[config.mk]
export PLATFORM = sky130hd
export DESIGN_NAME = frame_drain
export DESIGN_NICKNAME = d
export VERILOG_FILES = /design/src/source/gmii_rx_pkg.sv /design/src/source/frame_drain.sv
export SDC_FILE = /design/constraint.sdc
export NUM_CORES = 1
export LEC_CHECK = 0
export BUFFER_PORTS_ARGS = -buffer_cell sky130_fd_sc_hd__buf_2
export CAP_MARGIN = 15
export CORE_AREA = 8 8 99 83
export CTS_CLUSTER_SIZE = 20
export DETAILED_ROUTE_END_ITERATION = 8
export DIE_AREA = 0 0 107 91
export GPL_TIMING_DRIVEN = 0
export PLACE_DENSITY = 0.71
export SETUP_SLACK_MARGIN = 0.1
export SYNTH_ARGS = -nofsm -noshare
export SYNTH_HDL_FRONTEND = slang
export SYNTH_SLANG_ARGS = --single-unit
export TNS_END_PERCENT = 100
[constraint.sdc]
create_clock -name rx_clk -period 5.88 [get_ports rx_clk]
set_input_delay 0.882 -clock rx_clk [delete_from_list [all_inputs] [get_ports rx_clk]]
set_output_delay 0.882 -clock rx_clk [all_outputs]
set_load 0.03 [all_outputs]
[src/source/gmii_rx_pkg.sv]
package gmii_rx_pkg;

  // ====================
  // sizes
  // ====================
  localparam int ADDR_W = 11;       // 2 KB frame RAM
  localparam int LEN_W  = 13;       // byte index and length width

  // ====================
  // GMII framing
  // ====================
  localparam logic [7:0] PREAMBLE_BYTE = 8'h55;
  localparam logic [7:0] SFD_BYTE      = 8'hD5;

  // class tag sits at byte 12 counted from the first byte after the SFD
  localparam int         TTE_TAG_IDX = 12;
  localparam logic [7:0] TTE_TAG     = 8'h92;

  localparam int MIN_LEN = 64;      // with FCS
  localparam int MAX_LEN = 1518;
  localparam int CAP_LEN = 1519;    // capture stops here

  // ====================
  // CRC-32, IEEE 802.3
  // ====================
  localparam logic [31:0] CRC_POLY    = 32'h04C11DB7;
  localparam logic [31:0] CRC_RESIDUE = 32'hC704DD7B;  // good frame incl. FCS

  typedef enum logic {
    RX_BE  = 1'b0,
    RX_TTE = 1'b1
  } rx_class_e;

  typedef struct packed {
    logic [7:0] data;
    rx_class_e  cls;
  } rx_byte_t;

  typedef struct packed {
    logic [LEN_W-1:0] len;          // bytes written to the RAM
    rx_class_e        cls;
  } frame_end_t;

  // class lands in bit 13
  typedef struct packed {
    logic             crc_err;
    logic             len_err;
    rx_class_e        cls;
    logic [LEN_W-1:0] len;
  } rx_desc_t;

endpackage

[src/source/frame_drain.sv]
module frame_drain (
  input  logic                           rx_clk,
  input  logic                           rstn_mac,
  input  logic                           start_strb,
  input  gmii_rx_pkg::rx_class_e         start_class,
  input  logic                           end_strb,
  input  gmii_rx_pkg::frame_end_t        frame_end,
  input  logic [7:0]                     ram_rdata,
  input  logic                           crc_ok,
  output logic [gmii_rx_pkg::ADDR_W-1:0] ram_raddr,
  output logic                           crc_init,
  output logic                           crc_byte_strb,
  output logic [7:0]                     crc_byte,
  output logic                           byte_strb,
  output gmii_rx_pkg::rx_byte_t          byte_out,
  output logic                           desc_strb,
  output gmii_rx_pkg::rx_desc_t          desc
);

  logic                          busy;        // issuing reads
  logic                          len_known;
  logic [gmii_rx_pkg::LEN_W-1:0] rd_cnt;
  logic                          last_issue;
  logic                          rd_v;        // ram_rdata valid
  logic                          rd_last;
  logic                          fin;
  gmii_rx_pkg::frame_end_t       end_q;
  gmii_rx_pkg::rx_class_e        cls_q;

  // ====================
  // read side
  // ====================
  // reader trails the writer by 13 bytes
  assign last_issue = busy & len_known & (rd_cnt == end_q.len - 1'b1);
  assign ram_raddr  = rd_cnt[gmii_rx_pkg::ADDR_W-1:0];

  always_ff @(posedge rx_clk or negedge rstn_mac) begin
    if (!rstn_mac) begin
      busy      <= 1'b0;
      len_known <= 1'b0;
      rd_cnt    <= '0;
      rd_v      <= 1'b0;
      rd_last   <= 1'b0;
      fin       <= 1'b0;
      desc_strb <= 1'b0;
    end else begin
      if (end_strb) begin
        len_known <= 1'b1;
      end
      if (start_strb) begin
        busy      <= 1'b1;
        len_known <= 1'b0;
        rd_cnt    <= '0;
      end else if (busy) begin
        rd_cnt <= rd_cnt + 1'b1;
        if (last_issue) begin
          busy <= 1'b0;
        end
      end
      rd_v      <= busy;
      rd_last   <= last_issue;
      fin       <= rd_v & rd_last;    // crc register settles here
      desc_strb <= fin;
    end
  end

  always_ff @(posedge rx_clk) begin
    if (start_strb) begin
      cls_q <= start_class;
    end
    if (end_strb) begin
      end_q <= frame_end;
    end
  end

  // ====================
  // byte stream and CRC feed
  // ====================
  assign byte_strb     = rd_v;
  assign byte_out.data = ram_rdata;
  assign byte_out.cls  = cls_q;

  assign crc_init      = start_strb;
  assign crc_byte_strb = rd_v;
  assign crc_byte      = ram_rdata;

  // descriptor
  always_ff @(posedge rx_clk) begin
    if (fin) begin
      desc.crc_err <= ~crc_ok;
      desc.len_err <= (end_q.len < gmii_rx_pkg::MIN_LEN) |
                      (end_q.len > gmii_rx_pkg::MAX_LEN);
      desc.cls     <= end_q.cls;
      desc.len     <= end_q.len;
    end
  end

endmodule

==> results of run 1 <==
[state kept, by name (all words and copies together) (netlist names)]
register	flops
len_known	1
busy	1
desc_strb	1
desc	16
cls_q	1
rd_cnt	13
byte_strb	1
end_q	14
rd_last	1
fin	1
[through the flow]
step | util (%) | std cells | total power, mW
2_1_floorplan | - | 219 | 0.474
3_3_place_gp | 45.1 | 373 | 0.502
3_5_place_dp | 45.1 | 373 | 0.504
4_1_cts | 46.4 | 381 | 0.703
5_1_grt | 46.4 | 381 | 0.726
6_report | 46.4 | 381 | 0.695
[power by group through the flow]
stage | clock network (mW) | logic [mW] | registers, mW
after floorplan | 0 | 0.0700 | 0.404
after global placement | 0 | 0.0942 | 0.407
after detailed placement | 0 | 0.0958 | 0.408
after CTS | 0.205 | 0.0962 | 0.401
after global routing | 0.219 | 0.104 | 0.403
final | 0.199 | 0.0950 | 0.401
[logic make-up after synthesis]
kind of cell,synth area share [%]
compound gates,8.08
fa+ha+maj,0.979
xor+xnor,8.57
buf+inv,11.1
simple gates,15.9
mux,0.392
flops,55.0
[layout make-up]
class	count	area, um2	area share, %
Timing Repair Buffer	67	335	10.9
Clock inverter	3	18.8	0.608
Tap cell	87	109	3.53
Multi-Input combinational cell	126	867	28.1
Clock buffer	5	68.8	2.23
Inverter	6	22.5	0.729
Buffer	37	260	8.43
Sequential cell	50	1410	45.5
[metal layers]
layer / part of all wire, % / up-vias
met3: 5.8 / 7
met4: 1.1 / 0
met5: 0 / -
met1: 46 / 877
li1: - / 900
met2: 48 / 53
[worst paths after layout]
path	endpoint	slack [ps]	cells after the start
min in group asynchronous	desc_strb	500	1
max in group asynchronous	rd_cnt[4]	5080	1
max reg2reg	rd_last	3360	8
min reg2reg	byte_strb	420	0
min	byte_strb	420	0
max	rd_last	3360	8
[critical path, stage by stage (launching register included)]
cell and delay (ps):
edfxtp_1 400, clkbuf_1 220, inv_1 100, ha_1 250, nor3b_4 410, nand2_1 120, or4b_1 480, o211ai_1 240
and4_1 240
[synth_stat cells (all sizes together), types with 2 or more instances]
library cell   n
xnor2         14
a41oi          2
a21oi          7
nand2          9
edfxtp        31
inv            6
a31oi          2
nor4           3
dfrtp         19
nor2          21
xor2          11
buf           32
and4           2
o21ai          5
nor2b          2
nand3          6
nand2b         3
clkbuf         5
o211ai         2
or3            4
and2           3
nor3           6
ha             2
o311ai         2
nand4          5
==> impl_metrics.py, run 1 <==
metrics = {
    "critical_path": {
        "critPathKind": "reg -> reg",
        "crit_arrival_ps": 2760,
        "setup.worst_path.start_class": "flop",
        "startpoint": "end_q[1]",
        "crit_fanout": 8,
        "r2r-start": "end_q[1]",
        "worstPathRequired_ps": 6120,
        "end_kind": "flop",
    },
    "floorplanning": {
        "die_w_um": 107,
        "initial_core_util_pct": 38.4,
        "fp.dieH_um": 91,
        "io_pins": 76,
        "row_count": 27,
        "dieArea_um2": 9740,
        "core_area_um2": 6660,
    },
    "sta": {
        "worst_hold_slack_ps": 417,
        "setup_viol": 0,
        "min_period_ps": 2520,
        "drv_slew": 0,
        "fin_skew_ps": 7.38,
        "worst_pin_slew_ps": 730,
        "hold_viol": 0,
        "rsz0062_at_grt": "false",
        "worst_slew_margin_rel_pct": 51.3,
        "finalCritPeriodShare_pct": 42.9,
        "setup_ws_ps": 3360,
        "final.setup.tns_ps": 0,
        "clock.fmax_mhz": 397,
    },
    "power_and_ir_drop": {
        "p_clk_share_pct": 28.7,
        "power.share.switching_pct": 26.6,
        "intPower_uw": 510,
        "ir_drop_mv": 0.0938,
        "pwr-share-comb_pct": 13.7,
        "leakage_nw": 1.31,
        "power.density_nw_per_um2": 225,
        "p_sw_uw": 185,
        "seqPwrFrac_pct": 57.7,
    },
    "synth": {
        "syn_nets": 249,
        "netlist.area_leader.share_pct": 36.4,
        "netlist_area_um2": 2560,
        "netlist_instances": 219,
        "ys_seq_elements": 50,
        "syn_area_per_cell_um2": 11.7,
        "ys_types": 47,
        "async_reset_ff_share_pct": 38.0,
        "yosysWarningCount": 0,
        "yosys.area.top_type": "edfxtp_1",
        "synth-edff-count": 31,
        "synthFlopType": "edfxtp_1",
        "yosysSeqAreaShare_pct": 55.0,
        "yosys-top-cells-area": "edfxtp_1 (36%), dfrtp_1 (19%), buf_4 (8.8%)",
    },
    "placement": {
        "post-place-ws_ps": 3400,
        "io_buffers": 67,
        "globalplace.congestion": 0.817,
        "dp_hpwl_um": 4180,
        "place_area_um2": 3000,
    },
    "clock_network": {
        "root_buffer": "clkbuf_8",
        "post_cts_buffers": 0,
        "clock-sinks": 50,
        "cts_buffers": 5,
        "cts_buffer_depth": 2,
        "htreeDepth": 2,
        "path_clk_slew_ps": 90,
        "cts_tree": "done",
        "cts_resized": 0,
        "clk_latency_ps": 300,
        "cts_hold_buf": 0,
    },
    "layout": {
        "fin_area_um2": 3090,
        "final_cell_mix": "buf_2 (68), edfxtp_1 (31), buf_4 (30), nor2_1 (21), dfrtp_1 (19)",
        "layout_commonest_cell": "buf_2",
        "nets": 323,
        "syn_to_final_growth_pct": 20.8,
        "diodes": 0,
        "drive_above_1_share_pct": 38.4,
        "n_fill_cell": 659,
    },
    "route": {
        "drt_wl_total_um": 5450,
        "vias": 1837,
        "drt_iter0_markers": 62,
        "drtAntennaViolNets": 0,
        "avgRoutedWirePerCell_um": 14.3,
        "drc": 0,
        "drt-vias-per-instance": 4.82,
        "drtPass1Iterations": 5,
    },
    "global_routing": {
        "busiest_layer": "met2",
        "grt_pass1_vias": 1859,
        "grt.met2_usage_pct": 18.5,
        "grt_max_degree": 20,
        "met3_usage_pct": 3.53,
        "gr-total-overflow": 0,
        "use_met1_pct": 14.6,
        "track_usage_pct": 11.5,
        "grt_antenna_before_repair": 0,
        "grt_pass1_wl_um": 9160,
    },
    "run_status": {
        "outcome": "finished clean",
    },
    "min_path": {
        "min_from": "busy",
        "min_path_type": "reg -> reg",
    },
    "run": {
        "max-cap-violations": 0,
    },
}
No activity file was read; power rests on OpenSTA's default activity.
==> run 2, diff against run 1 <==
--- a/config.mk
+++ b/config.mk
@@ -12,7 +12,7 @@
 export DETAILED_ROUTE_END_ITERATION = 8
 export DIE_AREA = 0 0 107 91
 export GPL_TIMING_DRIVEN = 0
-export PLACE_DENSITY = 0.71
+export PLACE_DENSITY = 0.74
 export SETUP_SLACK_MARGIN = 0.1
 export SYNTH_ARGS = -nofsm -noshare
 export SYNTH_HDL_FRONTEND = slang
==> constraint.sdc (replaced) <==
create_clock -name rx_clk -period 2.1 [get_ports rx_clk]
set_input_delay 0.315 -clock rx_clk [delete_from_list [all_inputs] [get_ports rx_clk]]
set_output_delay 0.315 -clock rx_clk [all_outputs]
set_load 0.03 [all_outputs]
==> run 2 against run 1 <==
  * Cell count is 3.4% higher
  * Critical path type unchanged
  * Non-clock buffer count is 13 higher
  * Highest routed layer unchanged
  * Critical endpoint unchanged
  * Fmax is 23% higher
  * Die area stayed put
  * Power grew to 3.0 times the previous value
  * Combinational power grew to 3.3 times the previous value
  * Wire length is 6.7% higher
  * Clock power grew to 3.2 times the previous value
  * Via count is 2.5% higher
==> impl_metrics.py, run 2 (synthesis gave the netlist of run 1 again) <==
metrics = {
    "floorplanning": {
        "io_pins": 76,
        "fp.dieH_um": 91,
        "dieArea_um2": 9740,
        "row_count": 27,
        "core_area_um2": 6660,
        "die_w_um": 107,
        "initial_core_util_pct": 38.4,
    },
    "route": {
        "drtAntennaViolNets": 0,
        "drc": 0,
        "drt_iter0_markers": 70,
        "vias": 1883,
        "drtPass1Iterations": 4,
        "drt-vias-per-instance": 4.78,
        "avgRoutedWirePerCell_um": 14.8,
        "drt_wl_total_um": 5820,
    },
    "sta": {
        "hold_viol": 0,
        "final.setup.tns_ps": 0,
        "rsz0062_at_grt": "true",
        "setup_ws_ps": 44.7,
        "drv_slew": 0,
        "clock.fmax_mhz": 487,
        "setup_viol": 0,
        "worst_pin_slew_ps": 696,
        "worst_slew_margin_rel_pct": 53.6,
        "worst_hold_slack_ps": 181,
        "min_period_ps": 2060,
        "finalCritPeriodShare_pct": 97.9,
        "fin_skew_ps": 5.39,
    },
    "critical_path": {
        "max_stage_delay_ps": 470,
        "timing.rr.end": "rd_last",
        "r2r_cells": 7,
        "startpoint": "end_q[1]",
        "crit_chain": "clkbuf_8, buf_4, or4_4, nor4_4, o311ai_2, a2111oi_4, and4_1",
        "critPathKind": "reg -> reg",
        "end_kind": "flop",
        "reg2reg_slack_ps": 40,
        "critPathSlowestCell": "or4_4",
        "critical_path.endpoint": "rd_last",
        "crit_arrival_ps": 2300,
        "crit_fanout": 4,
        "setup.worst_path.start_class": "flop",
        "r2r-start": "end_q[1]",
        "worstPathRequired_ps": 2350,
    },
    "layout": {
        "top_regs": "desc: 16 flops, end_q: 14 flops, rd_cnt: 13 flops",
        "nets": 336,
        "syn_to_final_growth_pct": 27.9,
        "drive_above_1_share_pct": 42.3,
        "final_cell_mix": "buf_2 (68), buf_4 (40), edfxtp_1 (31), nor2_1 (21), dfrtp_1 (19)",
        "fin_area_um2": 3270,
        "regMostFlops": "desc",
        "largest_reg_flops": 16,
        "diodes": 0,
        "layout_commonest_cell": "buf_2",
    },
    "clock_network": {
        "root_buffer": "clkbuf_8",
        "cts_buffers": 5,
        "cts_tree": "done",
        "clk_latency_ps": 300,
        "cts_buffer_depth": 2,
        "clock-sinks": 50,
        "htreeDepth": 2,
        "path_clk_slew_ps": 90,
    },
    "power_and_ir_drop": {
        "power.density_nw_per_um2": 632,
        "total_power_mw": 2.07,
        "leakage_nw": 1.39,
        "ir_drop_mv": 0.290,
    },
    "run": {
        "max-cap-violations": 0,
    },
    "global_routing": {
        "grt_pass1_wl_um": 9650,
        "grt_max_degree": 20,
        "grt_antenna_before_repair": 0,
        "track_usage_pct": 12.2,
        "grt_pass1_vias": 1934,
        "gr-total-overflow": 0,
    },
    "placement": {
        "post-place-ws_ps": -166,
        "place_area_um2": 3030,
        "globalplace.congestion": 0.846,
        "io_buffers": 67,
        "dp_hpwl_um": 4220,
    },
    "min_path": {
        "min_path_type": "in -> reg",
    },
    "run_status": {
        "outcome": "finished clean",
    },
}
==> run 2: worst min-delay path by stage <==
stage | from | end | slack, ps | depth (start not counted)
CTS | start_class | cls_q | 170 | 1
finish | frame_end[2] | end_q[2] | 180 | 1
global route | frame_end[1] | end_q[1] | 170 | 1
floorplan | rstn_mac | busy | 20 | 0
detailed placement | rstn_mac | fin | 280 | 1
global placement | rstn_mac | desc_strb | 270 | 1
==> run 2: through the flow <==
stage               util (%)  instances
detailed placement      45.5        373
global placement        45.5        373
floorplan                  -        219
finish                  49.1        394
CTS                     48.9        393
global route            49.1        394
==> run 2: final cells by class <==
type / count / area (um2)
buffer: 37 / 270
clock buffer: 7 / 97.6
clock inverter: 1 / 7.51
fill: 612 / 3390
inverter: 6 / 27.5
multi-input combinational: 126 / 908
sequential: 50 / 1410
tap: 87 / 109
timing repair buffer: 80 / 443
==> run 2: critical path, delay by kind of cell, from the launching register on <==
family,cells,cell delay [ps]
DFF,1,400
buffers and inverters,2,320
AOI/OAI and AO/OA,2,400
and+or+nand+nor,3,870
==> run 2: layer usage <==
layer  GRT usage (%)  routed length, um
met1            15.2               2590
met2            20.1               2750
met3            3.74                413
met4            3.04                 65
met5               0                  0
==> run 2: timing repair <==
item,CTS,global route
setup endpoints to repair,2,2
buffers inserted,11,1
hold buffers,1,0
resized for setup,6,1
pin swaps,6,3
hold endpoints to repair,19,0
==> run 2: power by group <==
group          leakage (nW)  total [mW]  switching [mW]  internal [mW]
sequential            0.542        1.12          0.0391           1.08
clock                0.0496       0.628           0.321          0.308
combinational         0.797       0.316           0.172          0.144
total                  1.39        2.06           0.532           1.53
==> run 3, diff against run 2 <==
--- a/config.mk
+++ b/config.mk
@@ -7,12 +7,13 @@
 export LEC_CHECK = 0
 export BUFFER_PORTS_ARGS = -buffer_cell sky130_fd_sc_hd__buf_2
 export CAP_MARGIN = 15
-export CORE_AREA = 8 8 99 83
+export CORE_AREA = 8 8 84 86
 export CTS_CLUSTER_SIZE = 20
 export DETAILED_ROUTE_END_ITERATION = 8
-export DIE_AREA = 0 0 107 91
+export DIE_AREA = 0 0 92 94
 export GPL_TIMING_DRIVEN = 0
-export PLACE_DENSITY = 0.74
+export PLACE_DENSITY = 0.82
+export REMOVE_ABC_BUFFERS = 1
 export SETUP_SLACK_MARGIN = 0.1
 export SYNTH_ARGS = -nofsm -noshare
 export SYNTH_HDL_FRONTEND = slang
==> run 3 against run 2 <==
  * Register-to-register slack better by 50 ps
  * Clock-buffer cell count down 1
  * Combinational power down 26%
  * Setup slack better by 53 ps
  * Core utilization up 2.3 points
  * Via count decreased by 7.2%
  * Sequential share of layout area rose by 4.6 points
  * Critical path type unchanged
  * Hold slack worse by 1.9 ps
  * Final area fell by 9.7%
  * Die area is 11% lower
  * Global-route usage is 0.62 points higher
  * Critical endpoint unchanged
==> impl_metrics.py, run 3 (synthesis gave the netlist of run 1 again) <==
metrics = {
    "floorplanning": {
        "core_area_um2": 5750,
        "dieArea_um2": 8650,
        "initial_core_util_pct": 44.5,
        "die_w_um": 92,
        "io_pins": 76,
        "row_count": 28,
        "fp.dieH_um": 94,
    },
    "layout": {
        "diodes": 0,
        "drive_above_1_share_pct": 34.6,
        "final_cell_mix": "buf_2 (51), edfxtp_1 (31), nor2_1 (21), buf_4 (20), dfrtp_1 (19)",
        "top_regs": "desc: 16 flops, end_q: 14 flops, rd_cnt: 13 flops",
        "post-route-util_pct": 51.4,
        "regMostFlops": "desc",
        "layout_commonest_cell": "buf_2",
        "syn_to_final_growth_pct": 15.5,
        "n_fill_cell": 522,
        "nets": 292,
        "largest_reg_flops": 16,
    },
    "critical_path": {
        "r2r_cells": 6,
        "crit_fanout": 3,
        "reg2reg_slack_ps": 100,
        "worstPathRequired_ps": 2340,
        "crit_arrival_ps": 2240,
        "critPathKind": "reg -> reg",
        "r2r-start": "end_q[2]",
        "startpoint": "end_q[2]",
        "timing.rr.end": "rd_last",
        "setup.worst_path.start_class": "flop",
        "end_kind": "flop",
    },
    "placement": {
        "dp_hpwl_um": 3660,
        "post-place-ws_ps": -281,
        "io_buffers": 51,
        "globalplace.congestion": 0.802,
    },
    "run": {
        "max-cap-violations": 0,
    },
    "route": {
        "vias": 1747,
        "drt_iter0_markers": 82,
        "avgRoutedWirePerCell_um": 16.0,
        "drt-vias-per-instance": 5.17,
        "drtPass1Iterations": 4,
        "drt_wl_total_um": 5400,
        "drtAntennaViolNets": 0,
        "drc": 0,
    },
    "min_path": {
        "min_path_type": "in -> reg",
        "min_from": "start_class",
        "min_path_cells": 1,
        "worstHoldEndpoint": "cls_q",
    },
    "clock_network": {
        "cts_tree": "done",
        "htreeDepth": 2,
        "clock-sinks": 50,
        "cts_buffer_depth": 2,
        "clk_latency_ps": 310,
        "path_clk_slew_ps": 90,
        "cts_buffers": 5,
        "root_buffer": "clkbuf_8",
    },
    "sta": {
        "min_period_ps": 2000,
        "worst_pin_slew_ps": 660,
        "hold_viol": 0,
        "setup_ws_ps": 97.6,
        "worst_slew_margin_rel_pct": 56.0,
        "drv_slew": 0,
        "rsz0062_at_grt": "true",
        "fin_skew_ps": 8.67,
        "clock.fmax_mhz": 499,
        "setup_viol": 0,
        "finalCritPeriodShare_pct": 95.4,
    },
    "power_and_ir_drop": {
        "leakage_nw": 1.19,
        "ir_drop_mv": 0.380,
        "power.density_nw_per_um2": 652,
    },
    "global_routing": {
        "grt_pass1_vias": 1745,
        "grt_antenna_before_repair": 0,
        "track_usage_pct": 12.8,
        "gr-total-overflow": 0,
        "grt_pass1_wl_um": 8850,
        "grt_max_degree": 20,
    },
    "run_status": {
        "outcome": "finished clean",
    },
}
==> run 3: cell types whose count changed in the layout (fill, tap and decap cells not counted), sizes merged <==
cell,delta
clkinv,+1
buf,-39
clkbuf,-6
==> run 3: stage by stage <==
stage / total power, mW / std cells / setup TNS, ps / area [um2] / hold slack, ps
final: 1.93 / 338 / 0 / 2950 / 179
after floorplan: 1.25 / 182 / 0 / 2300 / 19.4
after CTS: 1.94 / 335 / 0 / 2930 / 173
after global routing: 2.01 / 338 / 0 / 2950 / 162
after global placement: 1.31 / 308 / -552 / 2650 / 270
after detailed placement: 1.32 / 308 / -553 / 2650 / 282
==> run 3: what timing repair did <==
item / 4_1_cts / 5_1_grt
cloned: 0 / 0
gates resized for setup: 9 / 0
hold buffers: 1 / 0
endpoints found under the setup margin: 2 / 2
hold endpoints to repair: 19 / 0
setup buffers: 18 / 3
pin swaps: 7 / 3
==> run 3: final cells by class <==
class | instances | area [um2] | share of cell area, %
sequential | 50 | 1410 | 47.6
multi-input combinational | 126 | 908 | 30.8
timing repair buffer | 73 | 427 | 14.4
tap | 75 | 93.8 | 3.18
clock buffer | 6 | 82.6 | 2.80
inverter | 6 | 22.5 | 0.763
clock inverter | 2 | 12.5 | 0.424
==> run 3: worst max path at each step <==
| stage | to | slack [ps] | cells past startpoint |
|---|---|---|---|
| 6_report | rd_last | 100 | 6 |
| 4_1_cts | rd_last | 100 | 6 |
| 3_3_place_gp | rd_last | -280 | 7 |
| 5_1_grt | rd_last | 8 | 6 |
| 2_1_floorplan | busy | 1 | 7 |
| 3_5_place_dp | rd_last | -280 | 7 |
==> run 3: critical path, stage by stage (launching register included) <==
cell and delay, ps:
edfxtp_1 430, buf_4 160, or4_4 570, nor4_4 180
o311ai_2 130, a2111oi_4 230, and4_1 240
==> run 3: where the power goes <==
| part | leakage (nW) | internal [mW] | total, mW | switching [mW] |
|---|---|---|---|---|
| registers | 0.542 | 1.08 | 1.12 | 0.0395 |
| clock network | 0.0472 | 0.265 | 0.571 | 0.306 |
| logic | 0.603 | 0.108 | 0.234 | 0.126 |
| total | 1.19 | 1.45 | 1.93 | 0.472 |
==> run 3: routing by layer <==
| metal | wire [um] | global-route usage (%) | share of wire [%] |
|---|---|---|---|
| met5 | 0 | 0 | 0 |
| met4 | 93 | 4.97 | 1.7 |
| met1 | 2260 | 14.5 | 42 |
| met2 | 2600 | 21.1 | 48 |
| met3 | 447 | 5.36 | 8.3 |
